===== config.mk =====
export PLATFORM = sky130hd
export DESIGN_NAME = dcache_req_stage
export DESIGN_NICKNAME = d
export VERILOG_FILES = /design/src/logic/dcache_pkg.sv /design/src/logic/dcache_req_stage.sv
export SDC_FILE = /design/constraint.sdc
export NUM_CORES = 1
export LEC_CHECK = 0
export BUFFER_PORTS_ARGS = -buffer_cell sky130_fd_sc_hd__buf_2
export CAP_MARGIN = 10
export CORE_MARGIN = 4
export CORE_UTILIZATION = 40
export CTS_CLUSTER_SIZE = 25
export DETAILED_ROUTE_END_ITERATION = 10
export GPL_ROUTABILITY_DRIVEN = 1
export PLACE_DENSITY = 0.75
export SLEW_MARGIN = 10
export SYNTH_ARGS = -nofsm -noshare
export SYNTH_HDL_FRONTEND = slang
export SYNTH_SLANG_ARGS = --single-unit

===== constraint.sdc =====
create_clock -name clk_g -period 2.4 [get_ports clk_g]
set_input_delay 0.12 -clock clk_g [delete_from_list [all_inputs] [get_ports clk_g]]
set_output_delay 0.12 -clock clk_g [all_outputs]
set_load 0.02 [all_outputs]

===== src/logic/dcache_pkg.sv =====
package dcache_pkg;

    // cache geometry
    localparam int unsigned WAYS       = 2;
    localparam int unsigned SETS       = 16;
    localparam int unsigned LINE_WORDS = 4;

    localparam int unsigned ADDR_W     = 32;
    localparam int unsigned WORD_W     = 32;
    localparam int unsigned STRB_W     = WORD_W / 8;
    localparam int unsigned LINE_W     = LINE_WORDS * WORD_W;

    // address fields from the top down are tag | index | word | byte
    localparam int unsigned OFFSET_W   = 4;
    localparam int unsigned INDEX_W    = 4;
    localparam int unsigned TAG_W      = ADDR_W - INDEX_W - OFFSET_W;
    localparam int unsigned WORD_SEL_W = $clog2(LINE_WORDS);
    localparam int unsigned WAY_W      = $clog2(WAYS);

    typedef logic [WORD_W-1:0]     word_t;

    // word 0 sits in the low bits
    typedef logic [LINE_W-1:0]     line_t;

    typedef logic [TAG_W-1:0]      tag_t;
    typedef logic [INDEX_W-1:0]    index_t;
    typedef logic [WORD_SEL_W-1:0] word_sel_t;
    typedef logic [WAY_W-1:0]      way_t;

    // miss handling walk
    typedef enum logic [2:0] {
        LOOKUP,
        MISS_DIRTY,
        WRITEBACK,
        MISS_CLEAN,
        REFILL,
        REFILL_DONE
    } cache_state_e;

endpackage


===== src/logic/dcache_req_stage.sv =====
`timescale 1ns/1ps

module dcache_req_stage (
    input  logic                           clk_g,
    input  logic                           resetn,
    input  logic                           req,
    input  logic                           wr,
    input  logic [dcache_pkg::ADDR_W-1:0]  addr,
    input  logic [dcache_pkg::STRB_W-1:0]  wstrb,
    input  dcache_pkg::word_t              wdata,
    input  logic                           lookup_ready,
    input  logic                           data_ok,
    output logic                           addr_ok,
    output logic                           pending,
    output logic                           req_wr,
    output dcache_pkg::tag_t               req_tag,
    output dcache_pkg::index_t             req_index,
    output dcache_pkg::word_sel_t          req_word,
    output logic [dcache_pkg::STRB_W-1:0]  req_wstrb,
    output dcache_pkg::word_t              req_wdata
);

    import dcache_pkg::*;

    logic accept;

    // the controller decides when a new lookup may start
    assign addr_ok = req && lookup_ready;
    assign accept  = req && addr_ok;

    // a new accept wins over the finishing data_ok
    always_ff @(posedge clk_g) begin
        if (!resetn) begin
            pending <= 1'b0;
        end else if (accept) begin
            pending <= 1'b1;
        end else if (data_ok) begin
            pending <= 1'b0;
        end
    end

    // request payload with the address split into its fields
    always_ff @(posedge clk_g) begin
        if (accept) begin
            req_wr    <= wr;
            req_tag   <= addr[ADDR_W-1 -: TAG_W];
            req_index <= addr[OFFSET_W +: INDEX_W];
            req_word  <= addr[OFFSET_W-1 -: WORD_SEL_W];
            req_wstrb <= wstrb;
            req_wdata <= wdata;
        end
    end

endmodule


==> impl_results.md <==
* CTS max path bufs at 2
* Initial Utilization at a little over two fifths
* H-tree levels at 3
* Buffers added on ports at 140
* Drt drc at 0
* Post-CTS Resized at 0
* Status: finished clean
* GRT Overall Usage at about 23%
* Rows at 25
* Clk root buf: clkbuf_8
* Routed wire length per instance at between 15 and 20 um
* Crit path max-delay family: buffers and inverters
* Sw Share at 23.6%
* Post-Route WL at 6610 um
* Min-delay src: data_ok
* Critical path's most frequent cell: buf_2
* FF+latch area at approximately 2000 um^2
* Initial antenna violation count at 0
* Crit Path Class: primary input to primary output
* Final setup fails at 0
* Final Critical Period at 1230 ps
* Initial detailed-routing violation count at 72
* Global Route met3 Usage at approximately 11%
* CTS clk-pin slew, worst paths at ~70 ps
* Net Count, Synth at between 100 and 150
* First-pass GRT wire length at ~10000 um
* Total number of vias at 1611
* Power share of the combinational group at a little over an eighth
* Met1 global-route usage at a little over a fifth
* Clock share of power at around 33%
* Dpl cells at 280
* Dpl ws at about 1200 ps
* Arr. time, crit path at 1110 ps
* Gate Count Post-Synth at 71
* Worst hold slack at about 160 ps
* Worst Path Max Fanout at 39
* Post-synth top area cell: edfxtp_1
* Setup crit end kind: primary output
* Core area at 4850 um^2
* Largest net degree at the start of global routing at 40
* Setup TNS at 0 ps
* Int Pwr at roughly 2000 uW
* Placed cell area at between 2000 and 3000 um^2
* Chip Width at approximately 80 um
* GP Congestion at 0.697
* Synth top area cells: edfxtp_1 (98%), dfxtp_1 (0.98%), o21a_1 (0.37%), and2_1 (0.30%), nor2b_1 (0.30%)
* Worst-margin pin slew at 421 ps
* Multi-input gate area at around 21 um^2
* RR Endpoint: pending
* Post-synth top area share at 98.0%
* Layout cells sized above 1 at between 50% and 60%
* Leakage at 0.00159 uW
* PwrDens at slightly above 700 nW/um^2
* WP buf/inv at 3
* Switching power total at around 630 uW
* Final ANT Viol Nets at 0
* Sequential share of power at 53.2%
* Vias in the first global route at 1870
* GR peak layer: met2
* Type of origin of the critical path: primary input
* M2 GR Usage at roughly two fifths
* CTS tree: done
* Die footprint at around 6300 um^2
* Max Cap Viol at 0
* Final Skew at 0 ps
* Synth cell types at 5
* Register area share after synthesis at 99.0%
* Fmax at 812 MHz
* Worst path max stage delay at around 410 ps
* Fin worst setup slack at roughly 1200 ps
* Worst reg2reg setup slack at approximately 1600 ps
* Max-slew violations at 0
* Setup bufs post-CTS at 0
* Mapped cell area at between 2000 and 2500 um^2
* Fill cell count at around 290
* Min-delay worst type: primary input to register
* Worst hold endpoint: pending
* Sink Count at a little under 70
* Layout Nets at 366
* WP data required at roughly 2300 ps
* Slowest CP cell: and2_2
* Total grt overflow at 0
* Drt first pass iters at 4
* Vias per cell at 4.41
* Slew HR at 71.9%
* Area Overhead vs Synth at 81.8%
* Cell area after layout at ~3700 um^2
* Die H at roughly 80 um
* Num CTS Buffers at 9
* Worst R2R Path Depth at 2
* Hold path depth at 3
* RR Startpoint: pending
* Worst-path cell chain: buf_2 -> and2_2 -> buf_12 -> buf_2
* YS warnings at 0
* # IOs at around 140
* Non-Filler Instances at 365
* Final worst-path cycle share at between 50% and 60%
* Mean Syn Cell Area at approximately 29 um^2
* Clk_lat worst skew at 330 ps
* Final hold vios at 0
* RSZ-0062 raised after global routing: no
* Peak supply drop at 535 uV
* #FFs+latches synth at 68
==> through the flow <==
step / total power, uW / utilization (%)
after floorplan: 1560 / -
after global placement: 1690 / 59.1
after detailed placement: 1700 / 59.1
after CTS: 2640 / 76.9
after global routing: 2760 / 76.9
final: 2660 / 77.0
==> logic make-up after synthesis <==
kind of cell     synth area share [%]
flip-flops                       99.0
AO/OA/AOI/OAI                   0.366
AND/OR/NAND/NOR                 0.610
==> what timing repair did <==
action,in CTS,in global routing
hold buffers,68,0
endpoints found under the setup margin,0,0
hold endpoints to repair,68,0
==> flip-flops by register name (all words and copies together) (netlist names) <==
register and count:
req_wdata 32, req_tag 24, req_index 4, req_wstrb 4, req_word 2, pending 1
req_wr 1
==> cell usage after synthesis, drive strengths merged <==
cell and number:
o21a 1, dfxtp 1, edfxtp 67, and2 1
nor2b 1
==> power by group through the flow <==
stage | sequential [uW] | clock (uW) | combinational, uW
final | 1410 | 883 | 361
after detailed placement | 1430 | 0 | 265
after CTS | 1410 | 882 | 352
after global placement | 1430 | 0 | 262
after floorplan | 1540 | 0 | 18.4
after global routing | 1420 | 961 | 382
==> cells in the final DEF, fill, tap and decap left out, types with 2 or more instances in the layout <==
cell / synthesis / final
clkinv_1: 0 / 2
clkinv_2: 0 / 2
edfxtp_1: 67 / 67
buf_2: 0 / 140
clkbuf_8: 0 / 9
dlygate4sd3_1: 0 / 68
==> metal layers <==
metal	vias to the layer above	share of wire (%)	wire (um)
li1	730	-	-
met1	763	32	2150
met2	104	55	3620
met3	14	10	691
met4	0	2.3	151
met5	-	0	0
==> worst max path at each step <==
stage	from	endpoint	slack, ps	cells past startpoint
final	req	addr_ok	1170	4
after global routing	req	addr_ok	1090	4
after CTS	req	addr_ok	1170	4
after detailed placement	req	req_wdata[21]	1160	3
after global placement	req	addr_ok	1190	4
after floorplan	lookup_ready	req_index[0]	120	1
==> layout make-up <==
class,count,area share (%)
repair buffers,210,37.8
flip-flops and latches,68,54.5
clock inverters,6,1.48
clock buffers,10,3.42
multi-input cells,3,0.570
diodes,1,0.0671
well taps,67,2.25
==> tightest hold or removal path, stage by stage <==
cell and delay [ps]:
buf_2 80, nor2b_1 40, o21a_1 190
No activity file was read; power rests on OpenSTA's default activity.
