===== src/logic/dcache_pkg.sv =====
package dcache_pkg;

    // cache geometry
    localparam int unsigned WAYS       = 2;
    localparam int unsigned SETS       = 16;
    localparam int unsigned LINE_WORDS = 4;

    localparam int unsigned ADDR_W     = 32;
    localparam int unsigned WORD_W     = 32;
    localparam int unsigned STRB_W     = WORD_W / 8;
    localparam int unsigned LINE_W     = LINE_WORDS * WORD_W;

    // address fields from the top down are tag | index | word | byte
    localparam int unsigned OFFSET_W   = 4;
    localparam int unsigned INDEX_W    = 4;
    localparam int unsigned TAG_W      = ADDR_W - INDEX_W - OFFSET_W;
    localparam int unsigned WORD_SEL_W = $clog2(LINE_WORDS);
    localparam int unsigned WAY_W      = $clog2(WAYS);

    typedef logic [WORD_W-1:0]     word_t;

    // word 0 sits in the low bits
    typedef logic [LINE_W-1:0]     line_t;

    typedef logic [TAG_W-1:0]      tag_t;
    typedef logic [INDEX_W-1:0]    index_t;
    typedef logic [WORD_SEL_W-1:0] word_sel_t;
    typedef logic [WAY_W-1:0]      way_t;

    // miss handling walk
    typedef enum logic [2:0] {
        LOOKUP,
        MISS_DIRTY,
        WRITEBACK,
        MISS_CLEAN,
        REFILL,
        REFILL_DONE
    } cache_state_e;

endpackage


===== src/logic/dcache_ctrl.sv =====
`timescale 1ns/1ps

module dcache_ctrl (
    input  logic clk_g,
    input  logic resetn,
    input  logic pending,
    input  logic req_wr,
    input  logic hit,
    input  logic victim_dirty,
    input  logic rd_rdy,
    input  logic ret_valid,
    input  logic wr_rdy,
    input  logic wr_bvalid,
    output logic lookup_ready,
    output logic store_en,
    output logic refill_en,
    output logic rd_req,
    output logic wr_req,
    output logic data_ok
);

    import dcache_pkg::*;

    cache_state_e state;
    cache_state_e state_next;

    always_ff @(posedge clk_g) begin
        if (!resetn) begin
            state <= LOOKUP;
        end else begin
            state <= state_next;
        end
    end

    always_comb begin
        state_next = state;
        case (state)
            LOOKUP: begin
                if (pending && !hit) begin
                    state_next = victim_dirty ? MISS_DIRTY : MISS_CLEAN;
                end
            end
            MISS_DIRTY: begin
                if (wr_rdy) begin
                    state_next = WRITEBACK;
                end
            end
            WRITEBACK: begin
                // line must be in memory before the refill read goes out
                if (wr_bvalid) begin
                    state_next = MISS_CLEAN;
                end
            end
            MISS_CLEAN: begin
                if (rd_rdy) begin
                    state_next = REFILL;
                end
            end
            REFILL: begin
                if (ret_valid) begin
                    state_next = REFILL_DONE;
                end
            end
            REFILL_DONE: begin
                state_next = LOOKUP;
            end
            default: begin
                state_next = LOOKUP;
            end
        endcase
    end

    // the held request replays its lookup after REFILL_DONE,
    // so no new request may slip in during that cycle
    assign lookup_ready = (state_next == LOOKUP) && (state != REFILL_DONE);

    assign data_ok   = (state == LOOKUP) && pending && hit;
    assign store_en  = data_ok && req_wr;
    assign refill_en = (state == REFILL) && ret_valid;

    // memory requests are level held in their wait states
    assign rd_req = (state == MISS_CLEAN);
    assign wr_req = (state == MISS_DIRTY);

endmodule


===== config.mk =====
export PLATFORM = sky130hd
export DESIGN_NAME = dcache_ctrl
export DESIGN_NICKNAME = d
export VERILOG_FILES = /design/src/logic/dcache_pkg.sv /design/src/logic/dcache_ctrl.sv
export SDC_FILE = /design/constraint.sdc
export NUM_CORES = 1
export LEC_CHECK = 0
export ABC_AREA = 1
export BUFFER_PORTS_ARGS = -buffer_cell sky130_fd_sc_hd__buf_2
export CORE_AREA = 2 2 39 41
export CTS_BUF_LIST = sky130_fd_sc_hd__clkbuf_4
export CTS_CLUSTER_SIZE = 16
export DETAILED_ROUTE_END_ITERATION = 10
export DIE_AREA = 0 0 41 43
export SETUP_SLACK_MARGIN = 0.2
export SLEW_MARGIN = 20
export SYNTH_ARGS = -nofsm -noshare
export SYNTH_HDL_FRONTEND = slang
export SYNTH_SLANG_ARGS = --single-unit

===== constraint.sdc =====
create_clock -name clk_g -period 0.85 [get_ports clk_g]
set_input_delay 0.085 -clock clk_g [delete_from_list [all_inputs] [get_ports clk_g]]
set_output_delay 0.085 -clock clk_g [all_outputs]
set_load 0.005 [all_outputs]

==> run_results.csv, run 1 <==
group,metric,value,unit
power,finalPower,679.3,uW
final_layout,largest_register_ff_count,3,
final_layout,final_util,36.26,%
clock_tree,clockBufferDepth,2,
logic_synthesis,seq_area_frac_synth,20.17,%
die,core_area,1384,um2
global_route,antenna_found_initial,0,
place,placed_area,425.4,um2
worst_setup_path,cpLargestDelayFamily,"flip-flops",
final_layout,diodes,0,
die,rows,14,
power,irDropWorstVdd,454.5,uV
final_layout,drive_gt1_share,61.64,%
final_layout,nets,84,
drt,drc,0,
global_route,grt_max_degree,9,
die,die_area,1763,um2
timing,rsz0062_at_grt,"true",
worst_setup_path,startpoint,"state[2]",
clock_tree,htree_levels,1,
clock_tree,cts_sinks,3,
logic_synthesis,avgSynthCellArea,6.077,um2
outcome,violations,"negative setup slack",
drt,wirelength,699,um
place,port_buffers,15,
timing,fmax,778.0,MHz
logic_synthesis,synth_cell_types,18,
logic_synthesis,netlist_area,297.8,um2
final_layout,stdcell_area,501.7,um2
timing,fin_crit_sh,151.2,%
timing,setup_violations,9,
global_route,grt_pass1_wl,1117,um
final_layout,top_register,"state",
place,hpwl,542.5,um
logic_synthesis,syn-num-nets,59,
worst_setup_path,path_max_fanout,7,
drt,ant_nets,0,
timing,max_slew.worst_pin.slew,0.1951,ns
worst_setup_path,rr_startpoint,"state[0]",
clock_tree,cts_hold_buf,0,
outcome,outcome,"finished with violations",
worst_setup_path,cp-end-kind,"output pin",
final_layout,final_common_cell,"buf_2",
clock_tree,root_buffer,"clkbuf_4",
die,start_util,21.52,%
worst_setup_path,slowest_delay,0.37,ns
worst_setup_path,crit_chain,"buf_4, nand3_2, nand2_2, inv_2, nand2_1, nor2_1, buf_2",
timing,hold_viol_final,0,
timing,drv_slew,0,
power,p_leak,0.2736,nW
power,power.density,1354,nW/um2
logic_synthesis,ys_ff_latch,3,
drt,vias_per_cell,4.034,
worst_setup_path,slowest_stage,"dfxtp_4",
worst_setup_path,worstSetupPathType,"reg2out",
drt,vias,359,
worst_setup_path,path_buf_inv,3,
timing,setup_ws,-0.4354,ns
clock_tree,cts_buffers,3,
worst_hold_path,hp-start,"resetn",
clock_tree,path_clk_slew,0.04,ns
die,io_pins,16,
worst_setup_path,arrival,1.20,ns
run,drv_cap,0,
timing,relSlewSlack,86.90,%
worst_hold_path,min_path_type,"in2reg",
worst_setup_path,cp.required,0.76,ns
drt,routedWlPerCell,7.854,um
clock_tree,cts_tree,"built",
die,fp.dieW,41,um
logic_synthesis,syn_inst,49,
timing,fin_skew,0.003973,ns
global_route,grt_pass1_vias,287,
drt,drtPass1Iterations,4,
drt,first_iter_violations,6,
logic_synthesis,yosysWarnings,0,
worst_setup_path,start_kind,"register",
clock_tree,insertion_delay,0.24,ns
global_route,grt_usage,9.829,%
timing,min_period,1.285,ns
global_route,grt_overflow_total,0,
final_layout,mostFrequentLayoutCells,"buf_2, nand2_1, inv_1",
final_layout,area_delta_synth_final,68.49,%
die,dieHeight,43,um
place,place.gp.congestion,0.7825,
final_layout,top_regs,"state (3)",
-- path summary, 6_finish.rpt --
| path | endpoint | slack (ns) | cells after the start |
|---|---|---|---|
| worst max-delay path | lookup_ready | -0.44 | 7 |
| worst min-delay path | state[2] | 0.11 | 3 |
| worst max register to register | state[1] | -0.17 | 4 |
| worst min register to register | state[2] | 0.54 | 2 |
-- through the flow --
stage                     setup slack, ns  cells  setup TNS (ns)  hold slack, ns
after floorplan                  -0.05603     49         -0.1573          0.2343
after global placement            -0.2199     82         -0.8303          0.3546
after detailed placement          -0.2199     82         -0.8490          0.3491
after CTS                         -0.4392     87          -2.320          0.1015
after global routing              -0.4959     89          -2.861          0.1305
final                             -0.4354     89          -2.313          0.1057
-- cell families (layout without fill, tap and decap cells) --
| group | count (synthesis) | count (layout) | synth area share (%) |
|---|---|---|---|
| AND/OR/NAND/NOR | 28 | 28 | 49.58 |
| buffers and inverters | 15 | 39 | 23.95 |
| AO/OA/AOI/OAI | 3 | 3 | 6.303 |
| flip-flops | 3 | 3 | 20.17 |
-- repair_timing --
item	in CTS	in global routing
endpoints found under the setup margin	9	9
buffers inserted	1	2
resized for setup	7	1
pin swaps	4	6
-- power breakdown --
group          switching, mW  total, mW  internal (mW)
clock                 0.0889      0.298          0.209
combinational         0.0951      0.199          0.104
sequential            0.0321      0.183          0.151
total                  0.216      0.679          0.463
-- worst reg2reg max path: stages (launching register included) --
cell,delay [ns]
dfxtp_4,0.37
nor2_4,0.15
nand4_1,0.14
buf_4,0.15
a21oi_1,0.13
-- Yosys cell counts --
library cell	n	area, um2
nor2_1	3	11.26
nand3_2	1	10.01
a21oi_2	1	8.760
and2_1	1	6.260
nand4_1	2	12.51
inv_1	9	33.78
nand2_1	12	45.04
nand3_1	4	20.02
clkinv_1	1	3.750
nand3b_1	1	7.510
inv_2	3	11.26
nor2_4	1	11.26
dfxtp_1	3	60.06
a21oi_1	2	10.01
nor3_1	1	5.000
buf_6	2	22.52
nor2_2	1	6.260
nor4_2	1	12.51
-- routing by layer --
metal / vias up / GRT usage, % / wire [um]
li1: 197 / - / -
met1: 151 / 12.82 / 309
met2: 9 / 12.50 / 334
met3: 2 / 1.571 / 34
met4: 0 / 10.00 / 21
met5: - / 0 / 0
-- final cells by class --
type | count | area [um2]
repair buffers | 22 | 131.4
inverters | 13 | 52.55
clock buffers | 4 | 30.03
well taps | 16 | 20.02
multi-input cells | 31 | 196.4
flip-flops and latches | 3 | 71.32
fillers | 163 | 882.1
Note: power is estimated with default switching activity, not from simulation.
==> inputs of run 2 (changes only) <==
clock period = 1.1 ns   (was 0.85 ns; I/O delays follow)
==> run_results.csv, run 2 (synthesized netlist as in run 1, its figures left out) <==
group,metric,value,unit
clock_tree,root_buffer,"clkbuf_4",
final_layout,largest_register_ff_count,3,
timing,hold_viol_final,0,
timing,fin_skew,0.002603,ns
worst_setup_path,cp-end-kind,"output pin",
power,power.density,1016,nW/um2
clock_tree,cts_hold_buf,0,
final_layout,nets,86,
die,core_area,1384,um2
place,place.gp.congestion,0.7577,
outcome,outcome,"finished with violations",
clock_tree,cts_sinks,3,
timing,relSlewSlack,87.33,%
global_route,grt_usage,9.829,%
die,rows,14,
worst_setup_path,start_kind,"register",
timing,drv_slew,0,
place,dpl.cell_count,80,
timing,fmax,774.2,MHz
clock_tree,clockBufferDepth,2,
final_layout,stdcell_area,525.5,um2
drt,ant_nets,0,
final_layout,mostFrequentLayoutCells,"buf_2, nand2_1, inv_1, buf_4",
clock_tree,cts_tree,"built",
final_layout,drive_gt1_share,62.67,%
die,dieHeight,43,um
run,drv_cap,0,
power,irDropWorstVdd,621.2,uV
global_route,grt_pass1_wl,1159,um
final_layout,top_regs,"state (3)",
die,fp.dieW,41,um
clock_tree,cts_buffers,3,
global_route,grt_overflow_total,0,
timing,rsz0062_at_grt,"true",
global_route,grt_pass1_vias,307,
timing,fin_crit_sh,117.4,%
worst_setup_path,cp.required,0.99,ns
drt,routedWlPerCell,7.549,um
drt,first_iter_violations,3,
clock_tree,htree_levels,1,
clock_tree,path_clk_slew,0.03,ns
drt,vias_per_cell,3.978,
final_layout,diodes,0,
worst_setup_path,arrival,1.18,ns
final_layout,final_common_cell,"buf_2",
timing,setup_violations,7,
die,start_util,21.52,%
drt,wirelength,687,um
global_route,antenna_found_initial,0,
timing,setup_ws,-0.1917,ns
drt,vias,362,
power,p_leak,0.2856,nW
die,io_pins,16,
power,finalPower,533.8,uW
drt,drtPass1Iterations,3,
worst_setup_path,path_max_fanout,6,
final_layout,top_register,"state",
place,placed_area,407.9,um2
outcome,violations,"negative setup slack",
clock_tree,insertion_delay,0.23,ns
final_layout,area_delta_synth_final,76.47,%
die,die_area,1763,um2
timing,min_period,1.292,ns
global_route,grt_max_degree,9,
worst_hold_path,min_path_type,"in2reg",
place,port_buffers,15,
timing,max_slew.worst_pin.slew,0.1887,ns
worst_setup_path,worstSetupPathType,"reg2out",
final_layout,finalNonFillerCells,91,
place,hpwl,535.3,um
drt,drc,0,
-- run 2: final timing paths --
path	start	to	slack, ns	cells after the start
setup / recovery	state[1]	rd_req	-0.19	7
setup reg to reg	state[1]	state[1]	-0.07	8
hold reg to reg	state[0]	state[2]	0.60	2
hold / removal	resetn	state[0]	0.14	3
-- run 2: per-layer routing --
metal | global-route usage (%) | vias up | wire length (um)
li1 | - | 203 | -
met1 | 12.50 | 151 | 302
met2 | 13.75 | 8 | 358
met3 | 6.283 | 0 | 26
met4 | 2.000 | 0 | 0
met5 | 0 | - | 0
-- run 2: timing repair --
item | CTS | global route
pin swaps | 5 | 8
hold endpoints to repair | 0 | 0
endpoints found under the setup margin | 8 | 8
setup buffers | 4 | 3
resized for setup | 9 | 3
-- run 2: power by group --
part	total (mW)	internal [mW]	leakage (nW)	switching (mW)
Combinational	0.179	0.100	0.240	0.0791
Sequential	0.142	0.117	0.0267	0.0250
Clock	0.213	0.160	0.0184	0.0526
Total	0.534	0.377	0.286	0.157
-- run 2: cell type report --
type,instances,area (um2)
clock buffers,4,30.03
fillers,158,858.3
inverters,13,52.55
multi-input cells,31,195.2
flip-flops and latches,3,71.32
well taps,16,20.02
repair buffers,24,156.4
-- run 2: stage by stage --
step | setup slack (ns) | setup TNS (ns) | hold WS [ns] | util [%]
after floorplan | 0.1669 | 0 | 0.2593 | -
after global placement | 0.0009779 | 0 | 0.3782 | 29.48
after detailed placement | -0.007054 | -0.007054 | 0.3724 | 29.48
after CTS | -0.1969 | -0.7180 | 0.1323 | 35.35
after global routing | -0.2701 | -1.302 | 0.1376 | 37.97
final | -0.1917 | -0.8134 | 0.1395 | 37.97
-- run 2: worst max-delay path: stages (launching register included) --
cell	delay [ns]
dfxtp_4	0.41
inv_4	0.05
nor2_4	0.12
buf_4	0.12
buf_4	0.09
nand2_1	0.04
inv_1	0.04
buf_2	0.10
==> inputs of run 3 (changes only) <==
clock period = 1.4 ns   (was 1.1 ns; I/O delays follow)
==> run_results.csv, run 3 (synthesized netlist as in run 1, its figures left out) <==
group,metric,value,unit
outcome,outcome,"completed",
global_route,grt_max_degree,9,
drt,routedWlPerCell,9.325,um
power,finalPower,397.0,uW
final_layout,top_regs,"state (3)",
timing,relSlewSlack,83.68,%
die,core_area,1384,um2
worst_setup_path,path_max_fanout,8,
timing,drv_slew,0,
worst_setup_path,arrival,1.22,ns
final_layout,n_fill_cell,163,
timing,hold_viol_final,0,
final_layout,top_register,"state",
timing,min_period,1.362,ns
drt,wirelength,774,um
final_layout,diodes,0,
timing,fmax,734.0,MHz
worst_setup_path,worstSetupPathType,"reg2out",
worst_setup_path,cp-end-kind,"output pin",
place,hpwl,510.8,um
drt,vias,340,
clock_tree,htree_levels,1,
drt,drtPass1Iterations,2,
run,drv_cap,0,
final_layout,mostFrequentLayoutCells,"buf_2, nand2_1, inv_1",
die,start_util,21.52,%
power,power.density,871.6,nW/um2
die,fp.dieW,41,um
die,dieHeight,43,um
final_layout,area_delta_synth_final,52.94,%
worst_setup_path,crit_chain,"nor2_4, nand4_1, nand3_2, nor2_2, buf_2",
worst_setup_path,slowest_stage,"dfxtp_4",
worst_setup_path,cp.required,1.26,ns
clock_tree,root_buffer,"clkbuf_4",
clock_tree,cts_tree,"built",
clock_tree,clockBufferDepth,2,
place,place.gp.congestion,0.7077,
worst_setup_path,slowest_delay,0.38,ns
final_layout,drive_gt1_share,62.69,%
worst_hold_path,min_path_type,"in2reg",
worst_setup_path,path_buf_inv,1,
place,port_buffers,15,
global_route,antenna_found_initial,0,
final_layout,largest_register_ff_count,3,
timing,max_slew.worst_pin.slew,0.2428,ns
global_route,grt_pass1_vias,274,
drt,ant_nets,0,
timing,fin_crit_sh,97.31,%
timing,fin_skew,0.005608,ns
final_layout,final_common_cell,"buf_2",
timing,worst_hold_slack,0.1684,ns
final_layout,nets,78,
clock_tree,path_clk_slew,0.03,ns
global_route,grt_overflow_total,0,
global_route,grt_usage,9.118,%
die,die_area,1763,um2
power,irDropWorstVdd,518.8,uV
timing,rsz0062_at_grt,"true",
clock_tree,cts_hold_buf,0,
timing,setup_violations,0,
clock_tree,cts_sinks,3,
die,io_pins,16,
drt,first_iter_violations,2,
die,rows,14,
clock_tree,cts_buffers,3,
global_route,grt_pass1_wl,1062,um
clock_tree,insertion_delay,0.23,ns
worst_setup_path,cpLargestDelayFamily,"simple AND/OR/NAND/NOR gates",
drt,drc,0,
drt,vias_per_cell,4.096,
power,p_leak,0.2536,nW
worst_setup_path,start_kind,"register",
[run 3: cell count changes in the layout (fill, tap and decap cells not counted), sizes merged]
| cell | previous run | this run |
|---|---|---|
| buf | 24 | 16 |
[run 3: final timing paths]
path | startpoint | to | slack [ns] | depth (start not counted)
hold reg to reg | state[2] | state[2] | 0.55 | 2
setup reg to reg | state[0] | state[1] | 0.44 | 3
setup / recovery | state[0] | lookup_ready | 0.04 | 5
hold / removal | resetn | state[0] | 0.17 | 3
[run 3: power by group]
part	internal [mW]	switching, mW	leakage [nW]
Sequential	0.0917	0.0185	0.0267
Clock	0.126	0.0439	0.0184
Combinational	0.0530	0.0638	0.208
[run 3: metal layers]
| layer | track usage [%] | wire [um] | up-vias |
|---|---|---|---|
| met5 | 0 | 0 | - |
| met2 | 11.88 | 371 | 11 |
| met1 | 12.14 | 345 | 143 |
| met3 | 6.283 | 56 | 0 |
| met4 | 2.000 | 0 | 0 |
| li1 | - | - | 186 |
[run 3: cell type report]
class / count / area [um2] / share of cell area, %
flip-flops and latches: 3 / 71.32 / 15.66
well taps: 16 / 20.02 / 4.396
clock buffers: 4 / 30.03 / 6.593
inverters: 13 / 52.55 / 11.54
repair buffers: 16 / 82.58 / 18.13
multi-input cells: 31 / 198.9 / 43.68
[run 3: timing repair]
item | CTS | global route
pin swaps | 0 | 6
endpoints found under the setup margin | 6 | 3
buffers inserted | 0 | 1
gates resized for setup | 8 | 11
cloned | 0 | 0
[run 3: stage by stage]
stage / worst slack [ns] / utilization [%] / cells / TNS [ns] / cell area, um2
finish: 0.03768 / 32.91 / 83 / 0 / 455.4
detailed placement: 0.1580 / 26.76 / 78 / 0 / 370.4
global placement: 0.1624 / 26.76 / 78 / 0 / 370.4
CTS: 0.07755 / 30.20 / 82 / 0 / 417.9
floorplan: 0.3588 / - / 49 / 0 / 297.8
global route: -0.06355 / 32.91 / 83 / -0.08251 / 455.4
[run 3: worst min-delay path, cell delays in order]
cell and delay, ns:
buf_2 0.07, inv_1 0.06, a21oi_2 0.09
